===== src/verilog/cache_macros.svh =====
`ifndef CACHE_MACROS_SVH
`define CACHE_MACROS_SVH

`define CACHE_SETS 16
`define CACHE_WAYS 8
`define INDEX_W    4
`define OFFSET_W   6
`define TAG_W      22
`define WAY_W      3
`define PLRU_W     7
`define EVQ_DEPTH  4

// APB register map
`define REG_ADDR 8'h00
`define REG_CMD  8'h04
`define REG_RDS  8'h08
`define REG_WRS  8'h0C
`define REG_HITS 8'h10

`endif


===== src/verilog/cache_pkg.sv =====
`include "cache_macros.svh"

package cache_pkg;

	typedef enum logic [3:0] {
		DATA_READ        = 4'd0,
		DATA_WRITE       = 4'd1,
		INST_READ        = 4'd2,
		SNOOP_INVALIDATE = 4'd3,
		SNOOP_READ       = 4'd4,
		SNOOP_RWIM       = 4'd6,
		CLEAR_CACHE      = 4'd8
	} cache_cmd_e;

	typedef enum logic [1:0] {I, S, E, M} mesi_e;

	typedef enum logic [2:0] {
		BUS_READ,
		BUS_WRITE,
		BUS_INVALIDATE,
		BUS_RWIM,
		SNOOP_REPLY
	} bus_op_e;

	typedef enum logic [1:0] {
		HIT   = 2'd0,
		HITM  = 2'd1,
		NOHIT = 2'd2
	} snoop_e;

	typedef struct packed {
		logic [`TAG_W-1:0]    tag;
		logic [`INDEX_W-1:0]  index;
		logic [`OFFSET_W-1:0] offset;
	} addr_fields_t;

	typedef union packed {
		logic [31:0]  raw;
		addr_fields_t f;
	} cache_addr_u;

	// snoop only carries meaning for SNOOP_REPLY
	typedef struct packed {
		bus_op_e     op;
		cache_addr_u addr;
		snoop_e      snoop;
	} bus_evt_t;

endpackage


===== src/verilog/cache_req_if.sv =====
`timescale 1ns/10ps

interface cache_req_if;
	logic                   valid;
	cache_pkg::cache_cmd_e  cmd;
	cache_pkg::cache_addr_u addr;
	logic                   ready;
	logic                   hit_valid; // One cycle after a processor command
	logic                   hit;

	modport port (
		output valid, cmd, addr,
		input  ready, hit_valid, hit
	);

	modport lookup (
		input  valid, cmd, addr,
		output ready, hit_valid, hit
	);
endinterface


===== src/verilog/apb_cmd_port.sv =====
`timescale 1ns/10ps
`include "cache_macros.svh"

module apb_cmd_port (
	input  logic        w_eof,
	input  logic        rst,
	input  logic        psel,
	input  logic        penable,
	input  logic        pwrite,
	input  logic [7:0]  paddr,
	input  logic [31:0] pwdata,
	output logic [31:0] prdata,
	output logic        pready,
	output logic        pslverr,
	cache_req_if.port   req
);
	logic                   access;
	logic                   cmd_sel;
	logic                   cmd_legal;
	logic                   bad_access;
	logic                   taken;
	cache_pkg::cache_addr_u addr_reg;
	logic [31:0]            rd_count;
	logic [31:0]            wr_count;
	logic [31:0]            hit_count;

	assign access  = psel && penable;
	assign cmd_sel = access && pwrite && paddr == `REG_CMD;

	always_comb begin
		cmd_legal = 1'b0;
		if (pwdata[31:4] == '0) begin
			case (pwdata[3:0])
				cache_pkg::DATA_READ,
				cache_pkg::DATA_WRITE,
				cache_pkg::INST_READ,
				cache_pkg::SNOOP_INVALIDATE,
				cache_pkg::SNOOP_READ,
				cache_pkg::SNOOP_RWIM,
				cache_pkg::CLEAR_CACHE: cmd_legal = 1'b1;
				default:                cmd_legal = 1'b0;
			endcase
		end
	end

	always_comb begin
		case (paddr)
			`REG_ADDR:                    bad_access = 1'b0;
			`REG_CMD:                     bad_access = pwrite && !cmd_legal;
			`REG_RDS, `REG_WRS, `REG_HITS: bad_access = pwrite; // Counters are read only
			default:                      bad_access = 1'b1;
		endcase
	end

	// Request held by the APB access phase itself
	assign req.valid = cmd_sel && cmd_legal;
	assign req.cmd   = cache_pkg::cache_cmd_e'(pwdata[3:0]);
	assign req.addr  = addr_reg;
	assign taken     = req.valid && req.ready;

	assign pready  = req.valid ? req.ready : 1'b1; // Stretch until lookup accepts
	assign pslverr = access && bad_access;

	always_comb begin
		case (paddr)
			`REG_ADDR: prdata = addr_reg.raw;
			`REG_RDS:  prdata = rd_count;
			`REG_WRS:  prdata = wr_count;
			`REG_HITS: prdata = hit_count;
			default:   prdata = '0;
		endcase
	end

	always_ff @(posedge w_eof) begin
		if (access && pwrite && paddr == `REG_ADDR)
			addr_reg.raw <= pwdata;
	end

	always_ff @(posedge w_eof) begin
		if (rst) begin
			rd_count  <= '0;
			wr_count  <= '0;
			hit_count <= '0;
		end else begin
			if (taken && (req.cmd == cache_pkg::DATA_READ || req.cmd == cache_pkg::INST_READ))
				rd_count <= rd_count + 1'b1;
			if (taken && req.cmd == cache_pkg::DATA_WRITE)
				wr_count <= wr_count + 1'b1;
			if (req.hit_valid && req.hit)
				hit_count <= hit_count + 1'b1;
		end
	end

	a_req_hold: assert property (@(posedge w_eof) disable iff (rst)
		req.valid && !req.ready |=> req.valid && $stable(req.cmd) && $stable(req.addr))
		else $error("request dropped or changed before acceptance");

endmodule


===== src/flat_wrapper.sv =====
// flat-port wrapper written by rule: the top's interface ports become plain ports
module apb_cmd_port_flat 
  (w_eof, rst, psel, penable, pwrite, paddr, pwdata, prdata, pready, pslverr, req_valid, req_cmd, req_addr, req_ready, req_hit_valid, req_hit);
  cache_req_if req_i ();
  input  logic w_eof;
  input  logic rst;
  input  logic psel;
  input  logic penable;
  input  logic pwrite;
  input  logic [7:0] paddr;
  input  logic [31:0] pwdata;
  output logic [31:0] prdata;
  output logic pready;
  output logic pslverr;
  output wire logic [$bits(req_i.valid)-1:0] req_valid;
  output wire logic [$bits(req_i.cmd)-1:0] req_cmd;
  output wire logic [$bits(req_i.addr)-1:0] req_addr;
  input wire logic [$bits(req_i.ready)-1:0] req_ready;
  input wire logic [$bits(req_i.hit_valid)-1:0] req_hit_valid;
  input wire logic [$bits(req_i.hit)-1:0] req_hit;
  assign req_valid = req_i.valid;
  assign req_cmd = req_i.cmd;
  assign req_addr = req_i.addr;
  assign req_i.ready = req_ready;
  assign req_i.hit_valid = req_hit_valid;
  assign req_i.hit = req_hit;
  apb_cmd_port u_core (.w_eof(w_eof), .rst(rst), .psel(psel), .penable(penable), .pwrite(pwrite), .paddr(paddr), .pwdata(pwdata), .prdata(prdata), .pready(pready), .pslverr(pslverr), .req(req_i));
endmodule

===== config.mk =====
export PLATFORM = sky130hd
export DESIGN_NAME = apb_cmd_port_flat
export DESIGN_NICKNAME = d
export VERILOG_FILES = /design/src/verilog/cache_pkg.sv /design/src/verilog/cache_req_if.sv /design/src/verilog/apb_cmd_port.sv /design/src/flat_wrapper.sv
export VERILOG_INCLUDE_DIRS = /design/src /design/src/verilog
export SDC_FILE = /design/constraint.sdc
export NUM_CORES = 1
export LEC_CHECK = 0
export BUFFER_PORTS_ARGS = -buffer_cell sky130_fd_sc_hd__buf_2
export CAP_MARGIN = 10
export CORE_MARGIN = 2
export CORE_UTILIZATION = 56
export CTS_CLUSTER_DIAMETER = 60
export DETAILED_ROUTE_END_ITERATION = 6
export GPL_TIMING_DRIVEN = 0
export PLACE_DENSITY = 0.79
export SYNTH_ARGS = -nofsm -noshare
export SYNTH_HDL_FRONTEND = slang
export SYNTH_SLANG_ARGS = --single-unit
export TNS_END_PERCENT = 100

===== constraint.sdc =====
create_clock -name w_eof -period 3.3 [get_ports w_eof]
set_input_delay 0.33 -clock w_eof [delete_from_list [all_inputs] [get_ports w_eof]]
set_output_delay 0.33 -clock w_eof [all_outputs]
set_load 0.005 [all_outputs]

==> run summary <==
The run finished, with violations left. The checks that failed: design-rule violations. The tools report the sequential group share of total power as 0.445.

The proportion of synthesized chip area in sequential cells was 0.444; the number of buffers added for setup after CTS was 0. The logs give 0.526 for the portion of total power attributed to the clock network and 2.57 ns for the signal arrival time at the worst endpoint. The design internal power is 2.79 mW. The actual slew at the worst max-slew pin is 0.910 ns, and the count of endpoints failing hold in the final timing report is 0. The largest individual stage delay along the critical path comes from the cell sky130_fd_sc_hd__or4_4.

For the starting utilization of the core area, the log shows 0.572. The tree is rooted in a sky130_fd_sc_hd__clkbuf_16. Count of buffers inserted at the top-level ports: 117. The part of the power in combinational logic is 0.029, and the average cell area after synthesis is 8.63 sq um. The synthesized netlist occupies a cell area of 6500 sq um. The number of pins exceeding their max-slew limit in the final report was 0. After clock tree synthesis, the clock-pin slew on the worst setup and hold paths is 0.06 ns. The final clock period utilization by the worst path is 0.879, and the remaining routing DRC violations is 9. Clock tree synthesis inserted a total of 17 buffers. met2 is the most crowded layer. During synthesis, Yosys emitted a total of 0 warnings. Buffers inserted to repair hold after CTS numbered 0.

The library cell used most frequently in the layout, excluding fill and tap cells, is sky130_fd_sc_hd__buf_2. The total wirelength of the detailed-routed design was 23.7 mm. From left edge to right edge, the die measures 112 um. The count of flip-flops with a built-in enable after synthesis was 32; the number of cell instances on the worst register-to-register path was 5.

The logs give 0 for the count of nets left with antenna violations after detail routing and 49 for the number of unique standard cell types used by synthesis. Setup repair after global routing left no endpoint under its margin. For the H-tree depth, the log shows 4.

In this run the worst hold path is classified as input port to register. After detailed routing, the number of vias per cell comes to 6.68. By area the synthesized netlist is led by sky130_fd_sc_hd__dfxtp_1, sky130_fd_sc_hd__edfxtp_1, sky130_fd_sc_hd__nand2_1, sky130_fd_sc_hd__a21oi_1, sky130_fd_sc_hd__a222oi_1. The run gives 0.691 as the final standard cell utilization of the core. Prior to clock tree synthesis, the placed netlist has a worst setup slack of 0.436 ns. The tightest hold path in the finished design has a slack of 0.0902 ns. The ratio of cells with drive above 1 in the final layout came out at 0.186. The layout-stage area growth over the synthesis result works out to 20.9%. 119 I/O pins were placed.

The number of antenna violations at the first check in global routing was 0; the max-capacitance violation count was 0. The power dissipated by switching net loads was 0.832 mW; the peak fanout along the critical path was 10. The initialized floorplan defines 39 standard-cell rows. In the layout the commonest cells are sky130_fd_sc_hd__buf_2, sky130_fd_sc_hd__nand2_1, sky130_fd_sc_hd__dfxtp_1.

STA classifies the critical path startpoint as an input port. Routability-driven placement finished with a final weighted congestion of 0.963. The clock reaches the later pin of the worst-skew pair after 0.43 ns. In this run the vertical extent of the chip is 112 um. Summed over all cells, the static leakage comes to 2.81 nW. For the area of the die, the log shows 12500 sq um. In the final routed layout, each cell accounts on average for 22.6 um. Counting every sink on the clock net gives 128. The worst hold path depth is 1, and the power per standard cell area is 460 nW/um^2. The register bit count reported by yosys is 128. The logs give 0.400 ns for the post-layout worst setup margin and 753 for the count of mapped cells out of synthesis.

For the overall routing resource usage, the log shows 0.376. Based on the critical path, the design can be clocked at up to 345 MHz. After floorplanning, the core was sized to cover 11400 sq um. Traced cell by cell, the critical path runs through buf_2 > or4_4 > nor4_4 > nand4_1 > clkbuf_1 > or2_2 > buf_2.

For the final routed database, the setup TNS stands at 0 ns. The met1 track demand over resource in global routing is 0.506, and the required time of the critical path is 2.97 ns. Global routing met2 resource utilization: 0.565.

In this run, the number of DRC markers left after iteration 0 of detailed routing was 1192. The net count reported at finish was 940; the number of diodes added for antenna fixing was 0. Among all flip-flop cells after synthesis, the most frequent one is sky130_fd_sc_hd__dfxtp_1.

The largest stage delay on the critical path is 0.54 ns, and the placed wire-length estimate is 18.0 mm. The tools report the highest ir drop seen on vdd as 454 uV. Setup violations remaining at the end of the flow were counted as 0. The global-route wire length before repair was 35.8 mm; the worst-case headroom to the max-slew limit was 0.392. Counting stages on the worst path, the most repeated cell is sky130_fd_sc_hd__buf_2.

The cell type contributing the most total cell area after synthesis was sky130_fd_sc_hd__dfxtp_1. The first detailed-routing pass took 7 iterations. For the finished layout, the period the worst path requires is 2.90 ns. The tools report the total nets after synthesis as 804. The run gives 6380 as the via count of the first global-routing pass.

Entering global routing, the biggest net connects 33 pins. Fraction of synthesis flops using an asynchronous set or reset pin: 0. The worst setup path is of the input port to output port kind.

Category of the worst setup path capture point: an output port. TritonCTS built the clock tree. The clock passes through at most 2 buffers. The switching part of the total power works out to 0.230. Gates resized during post-CTS repair numbered 0. The run gives 0.0947 as the met3 track demand over resource in global routing.

Between clock sinks in the finished design, the worst skew comes to 0.00698 ns. Global routing finished with a remaining overflow of 0. The fraction of post-synthesis cell area in the top cell type by area works out to 0.296. For the via count, the log shows 6977.
-- through the flow --
| stage | total power [mW] | cell area, sq um | std cells |
|---|---|---|---|
| after floorplan | 1.68 | 6500 | 753 |
| final | 3.62 | 7860 | 1045 |
| after CTS | 3.61 | 7860 | 1045 |
| after global placement | 1.74 | 7260 | 1013 |
| after detailed placement | 1.74 | 7270 | 1013 |
| after global routing | 3.69 | 7860 | 1045 |
-- kinds of logic (layout without fill, tap and decap cells) --
group	count (synthesis)	in the layout	synth area share
compound gates	169	169	0.168
fa+ha+maj	3	3	0.00578
mux	2	2	0.00327
xor+xnor	28	28	0.0377
buf+inv	62	211	0.0412
flops	128	128	0.444
simple gates	361	361	0.301
-- synth_stat cells, types with 2 or more instances --
cell type / n
sky130_fd_sc_hd__or3_1: 39
sky130_fd_sc_hd__and2_1: 4
sky130_fd_sc_hd__nor4_1: 15
sky130_fd_sc_hd__xnor2_1: 14
sky130_fd_sc_hd__or2_2: 3
sky130_fd_sc_hd__o31ai_1: 24
sky130_fd_sc_hd__nor4b_1: 2
sky130_fd_sc_hd__ha_1: 3
sky130_fd_sc_hd__dfxtp_1: 96
sky130_fd_sc_hd__nor2b_1: 4
sky130_fd_sc_hd__xor2_1: 14
sky130_fd_sc_hd__a21oi_1: 65
sky130_fd_sc_hd__or4_1: 26
sky130_fd_sc_hd__buf_2: 3
sky130_fd_sc_hd__nor4_4: 2
sky130_fd_sc_hd__nor3_1: 15
sky130_fd_sc_hd__edfxtp_1: 32
sky130_fd_sc_hd__and3_1: 12
sky130_fd_sc_hd__clkbuf_1: 39
sky130_fd_sc_hd__buf_4: 4
sky130_fd_sc_hd__a222oi_1: 31
sky130_fd_sc_hd__nand2_1: 102
sky130_fd_sc_hd__nand3_1: 38
sky130_fd_sc_hd__and4_1: 12
sky130_fd_sc_hd__nand4_1: 34
sky130_fd_sc_hd__nor2_1: 45
sky130_fd_sc_hd__inv_1: 9
sky130_fd_sc_hd__buf_1: 4
sky130_fd_sc_hd__buf_6: 2
sky130_fd_sc_hd__o21ai_0: 41
-- metal layers --
metal,part of all wire,routed length (um)
met4,0.043,1020
met5,0,0
met3,0.11,2600
met1,0.39,9330
met2,0.45,10700
-- critical path, delay by kind of cell --
family,cells,cell delay (ns)
buffers and inverters,3,0.55
AND/OR/NAND/NOR,4,1.68
-- final timing paths --
kind,endpoint,start,slack (ns)
setup / recovery,pready,paddr[7],0.40
hold / removal,u_core.req.addr[4]$_DFFE_PP_,pwdata[4],0.09
hold reg to reg,u_core.wr_count[31]$_SDFFE_PP0P_,u_core.wr_count[31]$_SDFFE_PP0P_,0.51
setup reg to reg,u_core.rd_count[29]$_SDFFE_PP0P_,u_core.rd_count[10]$_SDFFE_PP0P_,0.75
-- cell type report --
cell class	count	area (sq um)
flip-flops and latches	128	2880
clock inverters	14	150
plain buffers	53	234
fillers	951	3510
inverters	9	33.8
well taps	143	179
repair buffers	117	586
multi-input cells	563	3360
clock buffers	18	439
-- power by group through the flow --
| stage | logic (mW) | registers [mW] | clock network (mW) |
|---|---|---|---|
| final | 0.104 | 1.61 | 1.91 |
| after global routing | 0.111 | 1.61 | 1.97 |
| after CTS | 0.101 | 1.61 | 1.90 |
| after detailed placement | 0.100 | 1.64 | 0 |
| after global placement | 0.0962 | 1.64 | 0 |
| after floorplan | 0.0389 | 1.64 | 0 |
Note: power is estimated with default switching activity, not from simulation.
