[config.mk]
export PLATFORM = sky130hd
export DESIGN_NAME = bus_event_queue_flat
export DESIGN_NICKNAME = d
export VERILOG_FILES = /design/src/verilog/cache_pkg.sv /design/src/verilog/bus_event_queue.sv /design/src/flat_wrapper.sv
export VERILOG_INCLUDE_DIRS = /design/src /design/src/verilog
export SDC_FILE = /design/constraint.sdc
export NUM_CORES = 1
export LEC_CHECK = 0
export ABC_CLOCK_PERIOD_IN_PS = 6800
export BUFFER_PORTS_ARGS = -buffer_cell sky130_fd_sc_hd__buf_2
export CORE_MARGIN = 3
export CORE_UTILIZATION = 45
export CTS_CLUSTER_DIAMETER = 150
export DETAILED_ROUTE_END_ITERATION = 10
export GPL_ROUTABILITY_DRIVEN = 0
export PLACE_DENSITY = 0.66
export SLEW_MARGIN = 10
export SYNTH_ARGS = -nofsm -noshare
export SYNTH_HDL_FRONTEND = slang
export SYNTH_SLANG_ARGS = --single-unit
[constraint.sdc]
create_clock -name w_eof -period 6.8 [get_ports w_eof]
set_input_delay 1.7 -clock w_eof [delete_from_list [all_inputs] [get_ports w_eof]]
set_output_delay 1.7 -clock w_eof [all_outputs]
set_load 0.01 [all_outputs]
[src/verilog/cache_macros.svh]
`ifndef CACHE_MACROS_SVH
`define CACHE_MACROS_SVH

`define CACHE_SETS 16
`define CACHE_WAYS 8
`define INDEX_W    4
`define OFFSET_W   6
`define TAG_W      22
`define WAY_W      3
`define PLRU_W     7
`define EVQ_DEPTH  4

// APB register map
`define REG_ADDR 8'h00
`define REG_CMD  8'h04
`define REG_RDS  8'h08
`define REG_WRS  8'h0C
`define REG_HITS 8'h10

`endif

[src/verilog/cache_pkg.sv]
`include "cache_macros.svh"

package cache_pkg;

	typedef enum logic [3:0] {
		DATA_READ        = 4'd0,
		DATA_WRITE       = 4'd1,
		INST_READ        = 4'd2,
		SNOOP_INVALIDATE = 4'd3,
		SNOOP_READ       = 4'd4,
		SNOOP_RWIM       = 4'd6,
		CLEAR_CACHE      = 4'd8
	} cache_cmd_e;

	typedef enum logic [1:0] {I, S, E, M} mesi_e;

	typedef enum logic [2:0] {
		BUS_READ,
		BUS_WRITE,
		BUS_INVALIDATE,
		BUS_RWIM,
		SNOOP_REPLY
	} bus_op_e;

	typedef enum logic [1:0] {
		HIT   = 2'd0,
		HITM  = 2'd1,
		NOHIT = 2'd2
	} snoop_e;

	typedef struct packed {
		logic [`TAG_W-1:0]    tag;
		logic [`INDEX_W-1:0]  index;
		logic [`OFFSET_W-1:0] offset;
	} addr_fields_t;

	typedef union packed {
		logic [31:0]  raw;
		addr_fields_t f;
	} cache_addr_u;

	// snoop only carries meaning for SNOOP_REPLY
	typedef struct packed {
		bus_op_e     op;
		cache_addr_u addr;
		snoop_e      snoop;
	} bus_evt_t;

endpackage

[src/verilog/bus_event_queue.sv]
`timescale 1ns/10ps
`include "cache_macros.svh"

interface bus_evt_if;
	logic                push0;
	cache_pkg::bus_evt_t evt0;
	logic                push1;
	cache_pkg::bus_evt_t evt1;
	logic                room; // Two or more entries free

	modport src (output push0, evt0, push1, evt1, input room);
	modport sink (input push0, evt0, push1, evt1, output room);
endinterface

module bus_event_queue (
	input  logic               w_eof,
	input  logic               rst,
	bus_evt_if.sink            evt,
	output logic               bus_valid,
	input  logic               bus_ready,
	output cache_pkg::bus_op_e bus_op,
	output logic [31:0]        bus_addr,
	output cache_pkg::snoop_e  bus_snoop
);
	localparam int PTR_W = $clog2(`EVQ_DEPTH);
	localparam int CNT_W = PTR_W + 1;

	cache_pkg::bus_evt_t mem [`EVQ_DEPTH];
	logic [PTR_W-1:0]    wr_ptr;
	logic [PTR_W-1:0]    wr_ptr1;
	logic [PTR_W-1:0]    rd_ptr;
	logic [CNT_W-1:0]    count;
	logic                pop;

	assign bus_valid = count != '0;
	assign pop       = bus_valid && bus_ready;
	assign evt.room  = count <= CNT_W'(`EVQ_DEPTH - 2);
	assign wr_ptr1   = wr_ptr + PTR_W'(evt.push0); // Slot for the second push

	assign bus_op    = mem[rd_ptr].op;
	assign bus_addr  = mem[rd_ptr].addr.raw;
	assign bus_snoop = mem[rd_ptr].snoop;

	always_ff @(posedge w_eof) begin
		if (evt.push0)
			mem[wr_ptr] <= evt.evt0;
		if (evt.push1)
			mem[wr_ptr1] <= evt.evt1;
	end

	always_ff @(posedge w_eof) begin
		if (rst) begin
			wr_ptr <= '0;
			rd_ptr <= '0;
			count  <= '0;
		end else begin
			wr_ptr <= wr_ptr1 + PTR_W'(evt.push1);
			if (pop)
				rd_ptr <= rd_ptr + 1'b1;
			count <= count + CNT_W'(evt.push0) + CNT_W'(evt.push1) - CNT_W'(pop);
		end
	end

	a_no_overflow: assert property (@(posedge w_eof) disable iff (rst)
		evt.push0 || evt.push1 |-> evt.room)
		else $error("event pushed without room");

endmodule

[src/flat_wrapper.sv]
// flat-port wrapper written by rule: the top's interface ports become plain ports
module bus_event_queue_flat 
  (w_eof, rst, bus_valid, bus_ready, bus_op, bus_addr, bus_snoop, evt_push0, evt_evt0, evt_push1, evt_evt1, evt_room);
  bus_evt_if evt_i ();
  input  logic w_eof;
  input  logic rst;
  output logic bus_valid;
  input  logic bus_ready;
  output cache_pkg::bus_op_e bus_op;
  output logic [31:0] bus_addr;
  output cache_pkg::snoop_e bus_snoop;
  input wire logic [$bits(evt_i.push0)-1:0] evt_push0;
  input wire logic [$bits(evt_i.evt0)-1:0] evt_evt0;
  input wire logic [$bits(evt_i.push1)-1:0] evt_push1;
  input wire logic [$bits(evt_i.evt1)-1:0] evt_evt1;
  output wire logic [$bits(evt_i.room)-1:0] evt_room;
  assign evt_i.push0 = evt_push0;
  assign evt_i.evt0 = evt_evt0;
  assign evt_i.push1 = evt_push1;
  assign evt_i.evt1 = evt_evt1;
  assign evt_room = evt_i.room;
  bus_event_queue u_core (.w_eof(w_eof), .rst(rst), .evt(evt_i), .bus_valid(bus_valid), .bus_ready(bus_ready), .bus_op(bus_op), .bus_addr(bus_addr), .bus_snoop(bus_snoop));
endmodule
==> results of run 1 <==
## per-layer routing
layer  vias up  share of wire [%]  track usage [%]
met3        24                5.2            4.737
met4         2                2.1            7.391
li1       1900                  -                -
met1      2118                 41            23.02
met5         -              0.043                0
met2       103                 51            30.99
## worst max path at each step
stage              start                          end  slack [ns]  cells past startpoint
3_5_place_dp   evt_push0  u_core.mem[3][29]$_DFFE_PP_        2.52                      7
4_1_cts         register                 bus_snoop[0]        2.91                      2
3_3_place_gp   evt_push0  u_core.mem[3][29]$_DFFE_PP_        2.59                      7
2_1_floorplan  evt_push0   u_core.mem[1][0]$_DFFE_PP_        1.43                      3
6_report        register                 bus_snoop[0]        2.97                      2
5_1_grt         register                 bus_snoop[0]        2.84                      2
## cell usage after synthesis (2+ instances only)
library cell,instances
ha_1,4
mux2_4,4
xnor2_1,2
nor2b_1,3
xor2_1,2
dfxtp_1,9
fa_1,2
mux2_1,3
buf_6,6
edfxtp_1,148
buf_4,6
inv_1,5
nand2_1,3
buf_2,5
nor2_1,7
clkbuf_1,4
nor2_4,3
mux2_2,141
mux4_2,37
## worst max-delay path: cells and delay by family (launching register included)
| family | cells | cell delay (ns) |
|---|---|---|
| buffers and inverters | 1 | 0.16 |
| DFF | 1 | 1.08 |
| muxes | 1 | 0.46 |
## cell families after synthesis
group                      after synthesis  synth area share, %
xor gates and xnor gates                 6               0.8862
AOI/OAI and AO/OA                        7               0.7056
muxes                                  185                32.98
DFF                                    157                60.64
adders and majority gates                6                1.181
and+or+nand+nor                         18                1.362
buffers and inverters                   26                2.248
## registers in the layout (all words and copies together), names as in the netlist, named ones only
name,count
u_core.count,3
u_core.mem,148
u_core.rd_ptr,2
u_core.wr_ptr,2
## layout by cell type (no fill, tap or decap), types with 2 or more instances in the layout
cell / Yosys / final
mux2_4: 4 / 4
clkbuf_16: 0 / 17
ha_1: 4 / 4
inv_1: 5 / 5
clkbuf_1: 4 / 3
nor2_1: 7 / 6
xnor2_1: 2 / 2
nand2_1: 3 / 3
mux2_2: 141 / 141
xor2_1: 2 / 2
buf_4: 6 / 8
clkinv_1: 0 / 6
nor2b_1: 3 / 3
mux2_1: 3 / 3
nor2_4: 3 / 4
mux4_2: 37 / 37
dfxtp_1: 9 / 7
bufinv_16: 0 / 2
fa_1: 2 / 2
clkinv_2: 0 / 4
edfxtp_1: 148 / 148
buf_2: 5 / 117
diode_2: 0 / 2
## power by group
| part | switching (mW) | total [mW] | internal [mW] | leakage, nW |
|---|---|---|---|---|
| sequential | 0.126 | 1.40 | 1.28 | 1.46 |
| clock | 0.351 | 0.880 | 0.529 | 0.266 |
| combinational | 0.401 | 0.841 | 0.440 | 1.40 |
## through the flow
stage | setup WS (ns) | cell area (µm²) | cells | power [mW] | hold WS, ns
global placement | 2.585 | 8446 | 725 | 2.264 | 0.5096
finish | 2.966 | 8990 | 759 | 3.123 | 0.5236
floorplan | 1.432 | 7626 | 405 | 1.971 | 0.4847
detailed placement | 2.522 | 8446 | 725 | 2.282 | 0.5127
global route | 2.837 | 8990 | 759 | 3.272 | 0.5650
CTS | 2.907 | 8985 | 757 | 3.165 | 0.5314
## area by class of cell
| type | instances | area share (%) |
|---|---|---|
| clock inverters | 12 | 1.141 |
| repair buffers | 125 | 7.182 |
| well taps | 216 | 3.006 |
| multi-input cells | 222 | 32.05 |
| diodes | 2 | 0.05567 |
| inverters | 5 | 0.2088 |
| flip-flops and latches | 157 | 51.50 |
| clock buffers | 20 | 4.857 |
==> reports/results.tsv, run 1 <==
metric	value	unit
status	finished, final reports clean	
wl	16.39	mm
clkTransAtPathRegs	0.06	ns
period_share	56.39	%
holdBufCountCts	0	
cts_sinks	157	
setup_viol	0	
ctsRootBufferMaster	clkbuf_16	
antenna_found_initial	3	
syn_area	7626	µm²
worst_path_max_delay_cell	dfxtp_2	
final_nets	613	
tightest_slew	1.144	ns
critPathRequiredTime	5.10	ns
drt_iter0_drc	227	
io_pins	118	
start_util	46.99	%
hp-start	u_core.rd_ptr[1]$_SDFFE_PP0P_	
die_y	136.2	µm
worstReg2RegStart	u_core.wr_ptr[0]$_SDFF_PP0_	
die_area	18550	µm²
fin_util	55.39	%
rows	46	
htreeDepth	4	
netlist.area_leader.share	58.28	%
max_freq	0.2608	GHz
ys_types	30	
r2r_slack	3.91	ns
cts_resized	0	
synth_area_per_cell	18.83	µm²
start_kind	register	
arrival	2.13	ns
viasPerCell	5.464	
reg2reg_depth	6	
syn2layout_area_growth	17.88	%
vdd_ir_drop_max	0.0002546	V
slowest_delay	1.08	ns
ant_nets	0	
ys_warn_count	0	
finalMaxSlewViolations	0	
critPathMaxFanout	37	
finalCriticalPeriod	3.834	ns
synth_edf_count	148	
synth_seq_cells	157	
hpwl	9.855	mm
multiInputGateArea	2882	µm²
register_area	4629	µm²
grt-ovfl-total	0	
whs_path_depth	2	
end_kind	output port	
n_fill_cell	1337	
crit_chain	mux4_2, buf_2	
criticalPathCategory	register to output port	
cts_buffer_depth	2	
grt.total_usage	18.49	%
die_x	136.2	µm
firstDrtPassIters	4	
via_count	4147	
layout-drive-gt1-share	63.22	%
cts_tree	done	
drc_errors	0	
tns	0	ns
numCtsBuffers	17	
synth_area_leader_cell	edfxtp_1	
syn_inst	405	
postCtsSetupBuffers	0	
wl_per_cell	21.60	µm
core_area	16230	µm²
grt_max_degree	39	
max-slew-margin-rel	23.74	%
async_reset_ff_share	0	%
r2r-end	u_core.mem[3][34]$_DFFE_PP_	
hp-class	register to register	
ys.flop_type	edfxtp_1	
hold_viol	0	
maxCapViolCount	0	
power_density	347.4	nW/µm²
worst_clock_skew	0.004588	ns
grt_pass1_vias	4536	
port_buffers	117	
leakage	3.122	nW
synthesis.nets	490	
clock_latency	0.42	ns
synthTopCellsByArea	edfxtp_1 58%, mux2_2 21%, mux4_2 11%	
rsz0062_at_grt	no	
seq_area_frac_synth	60.64	%
grt_pass1_wl	24.96	mm
Power figures use the tool's default switching activity.
==> run 2, diff against run 1 <==
- ABC_CLOCK_PERIOD_IN_PS: 6800 -> 3400
- PLACE_DENSITY: 0.66 -> 0.68
- clock period: 6.8 -> 3.4 ns (I/O delays scaled with it)
==> reports/results.tsv, run 2 (synthesis gave the netlist of run 1 again) <==
metric	value	unit	change
ctsRootBufferMaster	clkbuf_16		unchanged
via_count	4152		was 4147
final_nets	618		was 613
r2r-end	u_core.mem[0][17]$_DFFE_PP_		was u_core.mem[3][34]$_DFFE_PP_
hold_viol	0		unchanged
power_density	694.9	nW/µm²	was 347.4 nW/µm²
largest_register_ff_count	148		unchanged
n_fill_cell	1317		was 1337
clock_latency	0.41	ns	was 0.42 ns
slowest_delay	0.61	ns	was 1.08 ns
start_kind	register		unchanged
worst_slack	0.5897	ns	was 2.966 ns
critPathMaxFanout	23		was 37
holdPathEnd	u_core.rd_ptr[1]$_SDFFE_PP0P_		
grt_pass1_vias	4665		was 4536
rows	46		unchanged
vdd_ir_drop_max	0.0004030	V	was 0.0002546 V
dpl.cell_count	730		was 725
power_switching	1.793	mW	was 877.4 µW
viasPerCell	5.427		was 5.464
maxCapViolCount	0		unchanged
worst_path_max_delay_cell	mux4_2		was dfxtp_2
die_x	136.2	µm	unchanged
tightest_slew	0.6182	ns	was 1.144 ns
layout_common_cells	148 x edfxtp_1, 141 x mux2_2, 117 x buf_2, 37 x mux4_2, 17 x clkbuf_16		unchanged
ant_nets	0		unchanged
clkTransAtPathRegs	0.06	ns	about the same
comb_power_share	29.8	%	was 26.9%
cts_sinks	157		unchanged
p_clk_share	28.2	%	about the same
reg_top3	u_core.mem (148), u_core.count (3)		unchanged
finalCriticalPeriod	2.810	ns	
max_freq	0.3558	GHz	
reg2reg_depth	5		was 6
grt.total_usage	18.90	%	was 18.49%
wl_per_cell	21.80	µm	was 21.60 µm
hp-class	register to register		unchanged
leakage	3.172	nW	was 3.122 nW
cts_resized	0		unchanged
max-slew-margin-rel	58.79	%	was 23.74%
postCtsSetupBuffers	0		unchanged
status	finished, final reports clean		unchanged
grt-ovfl-total	0		unchanged
drc_errors	0		unchanged
stdcell_count	765		was 759
register_area	4627	µm²	was 4629 µm²
arrival	1.96	ns	was 2.13 ns
hpwl	10.26	mm	was 9.855 mm
r2r_slack	1.16	ns	was 3.91 ns
htreeDepth	4		unchanged
cts_buffer_depth	2		unchanged
io_pins	118		unchanged
port_buffers	117		unchanged
die_y	136.2	µm	unchanged
power.internal	4.553	mW	was 2.245 mW
finalMaxSlewViolations	0		unchanged
layout_commonest_cell	edfxtp_1		unchanged
top_register	u_core.mem		unchanged
layout-drive-gt1-share	64.59	%	was 63.22%
p_sw_share	28.25	%	was 28.10%
pwr-share-seq	42.0	%	was 44.9%
core_area	16230	µm²	unchanged
place_ws	0.6385	ns	was 2.522 ns
whs_path_depth	2		unchanged
start_util	46.99	%	unchanged
cts_tree	done		unchanged
end_kind	output port		unchanged
hp-start	u_core.rd_ptr[1]$_SDFFE_PP0P_		unchanged
rsz0062_at_grt	no		unchanged
drt_iter0_drc	270		was 227
holdBufCountCts	0		unchanged
syn2layout_area_growth	19.74	%	was 17.88%
multiInputGateArea	2882	µm²	unchanged
criticalPathCategory	register to output port		unchanged
antenna_found_initial	7		was 3
tns	0	ns	unchanged
firstDrtPassIters	4		unchanged
setup_viol	0		unchanged
grt_pass1_wl	25.72	mm	was 24.96 mm
worstReg2RegStart	u_core.wr_ptr[0]$_SDFF_PP0_		unchanged
die_area	18550	µm²	unchanged
worst_clock_skew	0.005723	ns	was 0.004588 ns
period_share	82.65	%	
grt_max_degree	38		was 39
numCtsBuffers	17		unchanged
wl	16.68	mm	was 16.39 mm
critPathRequiredTime	2.55	ns	was 5.10 ns
crit_chain	buf_4, mux4_2, buf_2		was mux4_2, buf_2
## run 2: changes by cell type in the layout (fill, tap and decap cells not counted)
cell        change
clkinv_1        -4
buf_4           -2
clkinvlp_4      +3
clkbuf_1        -2
clkinv_2        +1
buf_12          +7
inv_6           +1
diode_2         +2
dfxtp_4         -1
dfxtp_2         +1
## run 2: final cells by class
type / instances / share of cell area [%]
Inverter: 5 / 0.2055
Multi-Input combinational cell: 222 / 31.56
Sequential cell: 157 / 50.67
Antenna cell: 4 / 0.1096
Timing Repair Buffer: 130 / 8.441
Clock buffer: 18 / 4.700
Tap cell: 216 / 2.960
Clock inverter: 13 / 1.357
## run 2: worst max path at each step
stage,end,slack (ns),depth (start not counted)
finish,bus_addr[24],0.59,3
global route,bus_addr[24],0.50,3
CTS,bus_addr[24],0.55,3
detailed placement,u_core.mem[0][22]$_DFFE_PP_,0.64,6
global placement,u_core.mem[0][14]$_DFFE_PP_,0.71,6
floorplan,u_core.mem[0][0]$_DFFE_PP_,0.45,3
## run 2: worst max-delay path, delay by kind of cell (launching register included)
family / cells / cell delay, ns
buf+inv: 2 / 0.59
flops: 1 / 0.32
mux: 1 / 0.61
## run 2: power groups by stage
stage,Sequential [mW],Clock (mW),Combinational [mW]
after floorplan,2.65,0,1.28
after detailed placement,2.71,0,1.94
after global placement,2.69,0,1.91
after CTS,2.67,1.82,1.94
after global routing,2.70,1.90,2.06
final,2.66,1.79,1.89
## run 2: metrics by stage
stage | area (µm²) | total power [mW] | utilization [%] | hold WS, ns
after CTS | 9121 | 6.431 | 56.20 | 0.5312
after floorplan | 7644 | 3.937 | - | 0.4847
after global placement | 8568 | 4.592 | 52.79 | 0.4991
after global routing | 9129 | 6.655 | 56.24 | 0.5818
after detailed placement | 8568 | 4.642 | 52.79 | 0.5181
final | 9131 | 6.345 | 56.26 | 0.5280
## run 2: per-layer routing
metal / global-route usage (%) / vias to the layer above / wire length, µm
li1: - / 1909 / -
met5: 0 / - / 39
met4: 6.775 / 8 / 319
met3: 5.551 / 31 / 902
met2: 32.31 / 107 / 8560
met1: 22.82 / 2097 / 6857
==> run 3, diff against run 2 <==
- ABC_CLOCK_PERIOD_IN_PS: 3400 -> 2410
- clock period: 3.4 -> 2.41 ns (I/O delays scaled with it)
==> reports/results.tsv, run 3 (synthesis gave the netlist of run 1 again) <==
metric	value	unit	change
critPathMaxFanout	22		was 23
maxCapViolCount	0		unchanged
hold_viol	0		unchanged
die_x	136.2	µm	unchanged
layout_common_cells	148 x edfxtp_1, 141 x mux2_2, 117 x buf_2, 37 x mux4_2, 17 x clkbuf_16		unchanged
status	finished, final reports clean		unchanged
htreeDepth	4		unchanged
worst_slack	0.07492	ns	was 0.5897 ns
largest_register_ff_count	148		unchanged
cts_sinks	157		unchanged
max-slew-margin-rel	57.39	%	was 58.79%
worst_clock_skew	0.01138	ns	was 0.005723 ns
wl_per_cell	21.18	µm	was 21.80 µm
io_pins	118		unchanged
firstDrtPassIters	4		unchanged
setup_viol	0		unchanged
ant_nets	0		unchanged
finalCriticalPeriod	2.335	ns	
syn2layout_area_growth	20.92	%	was 19.74%
drt_iter0_drc	218		was 270
rows	46		unchanged
grt_util_met1	24.06	%	was 22.82%
numCtsBuffers	17		unchanged
antenna_found_initial	3		was 7
die_area	18550	µm²	unchanged
use_met2	30.93	%	was 32.31%
tightest_slew	0.6391	ns	was 0.6182 ns
place_ws	0.04440	ns	was 0.6385 ns
drc_errors	0		unchanged
period_share	96.89	%	
finalMaxSlewViolations	0		unchanged
grt-ovfl-total	0		unchanged
postCtsSetupBuffers	0		unchanged
grt.total_usage	18.60	%	was 18.90%
grt.busiest_layer	met2		unchanged
wl	16.35	mm	was 16.68 mm
core_area	16230	µm²	unchanged
start_util	46.99	%	unchanged
max_freq	0.4283	GHz	
cts_buffer_depth	2		unchanged
hpwl	10.72	mm	was 10.26 mm
rsz0062_at_grt	no		unchanged
final_nets	628		was 618
viasPerCell	5.383		was 5.427
grt_pass1_vias	4622		was 4665
clkTransAtPathRegs	0.06	ns	about the same
grt_util_met3	5.477	%	was 5.551%
end_kind	output port		unchanged
top_register	u_core.mem		unchanged
vdd_ir_drop_max	0.0006339	V	was 0.0004030 V
die_y	136.2	µm	unchanged
via_count	4156		was 4152
fin_util	56.81	%	was 56.26%
layout-drive-gt1-share	64.86	%	was 64.59%
power_density	962.6	nW/µm²	was 694.9 nW/µm²
layout_commonest_cell	edfxtp_1		unchanged
leakage	3.214	nW	was 3.172 nW
tns	0	ns	unchanged
clock_latency	0.42	ns	was 0.41 ns
hp-class	input port to register		was register to register
cts_tree	done		unchanged
critPathRequiredTime	1.81	ns	was 2.55 ns
start_kind	register		unchanged
ctsRootBufferMaster	clkbuf_16		unchanged
arrival	1.73	ns	was 1.96 ns
reg_top3	u_core.mem (148), u_core.count (3)		unchanged
criticalPathCategory	register to output port		unchanged
port_buffers	117		unchanged
grt_pass1_wl	25.61	mm	was 25.72 mm
grt_max_degree	38		unchanged
## run 3: changes by cell type in the layout (fill, tap and decap cells not counted), moves of 2 or more
cell       before  now
buf_4           6   11
clkinv_2        5    3
buf_12          7   11
bufinv_16       2    0
diode_2         4    1
## run 3: layer usage
layer	wire, µm	part of all wire (%)
met1	6569	40
met2	8524	52
met4	171	1.0
met3	1045	6.4
met5	41	0.25
## run 3: timing repair
action	4_1_cts	5_1_grt
endpoints found under the setup margin	15	7
pin swaps	0	0
hold buffers	0	0
resized for setup	1	2
## run 3: path summary, 6_finish.rpt
path / start / end / slack (ns) / cells past startpoint
max reg2reg: u_core.wr_ptr[0]$_SDFF_PP0_ / u_core.mem[3][36]$_DFFE_PP_ / 0.29 / 4
min: rst / u_core.rd_ptr[0]$_SDFFE_PP0P_ / 0.45 / 2
max: register / bus_addr[30] / 0.07 / 3
min reg2reg: u_core.rd_ptr[1]$_SDFFE_PP0P_ / u_core.rd_ptr[1]$_SDFFE_PP0P_ / 0.54 / 2
## run 3: report_power, final
part	internal (mW)	leakage [nW]	switching [mW]
Clock	1.30	0.238	1.04
Sequential	3.60	1.46	0.156
Combinational	1.42	1.52	1.37
## run 3: stage by stage
stage | total power [mW] | cell area, µm² | instances | hold slack [ns]
2_1_floorplan | 5.575 | 7679 | 405 | 0.4847
3_3_place_gp | 6.586 | 8702 | 740 | 0.5048
3_5_place_dp | 6.646 | 8702 | 740 | 0.5247
4_1_cts | 8.992 | 9213 | 771 | 0.4302
5_1_grt | 9.300 | 9219 | 771 | 0.4458
6_report | 8.877 | 9221 | 772 | 0.4452
## run 3: worst max-delay path, stage by stage (launching register included)
cell     delay [ns]
dfxtp_4        0.37
buf_12         0.22
mux4_2         0.56
buf_2          0.16
## run 3: final cells by class
cell class | count | area [µm²]
fill | 1300 | 7009
sequential | 157 | 4629
multi-input combinational | 222 | 2890
timing repair buffer | 140 | 903.4
clock buffer | 19 | 432.9
tap | 216 | 270.3
clock inverter | 12 | 73.82
inverter | 5 | 18.77
antenna | 1 | 2.502
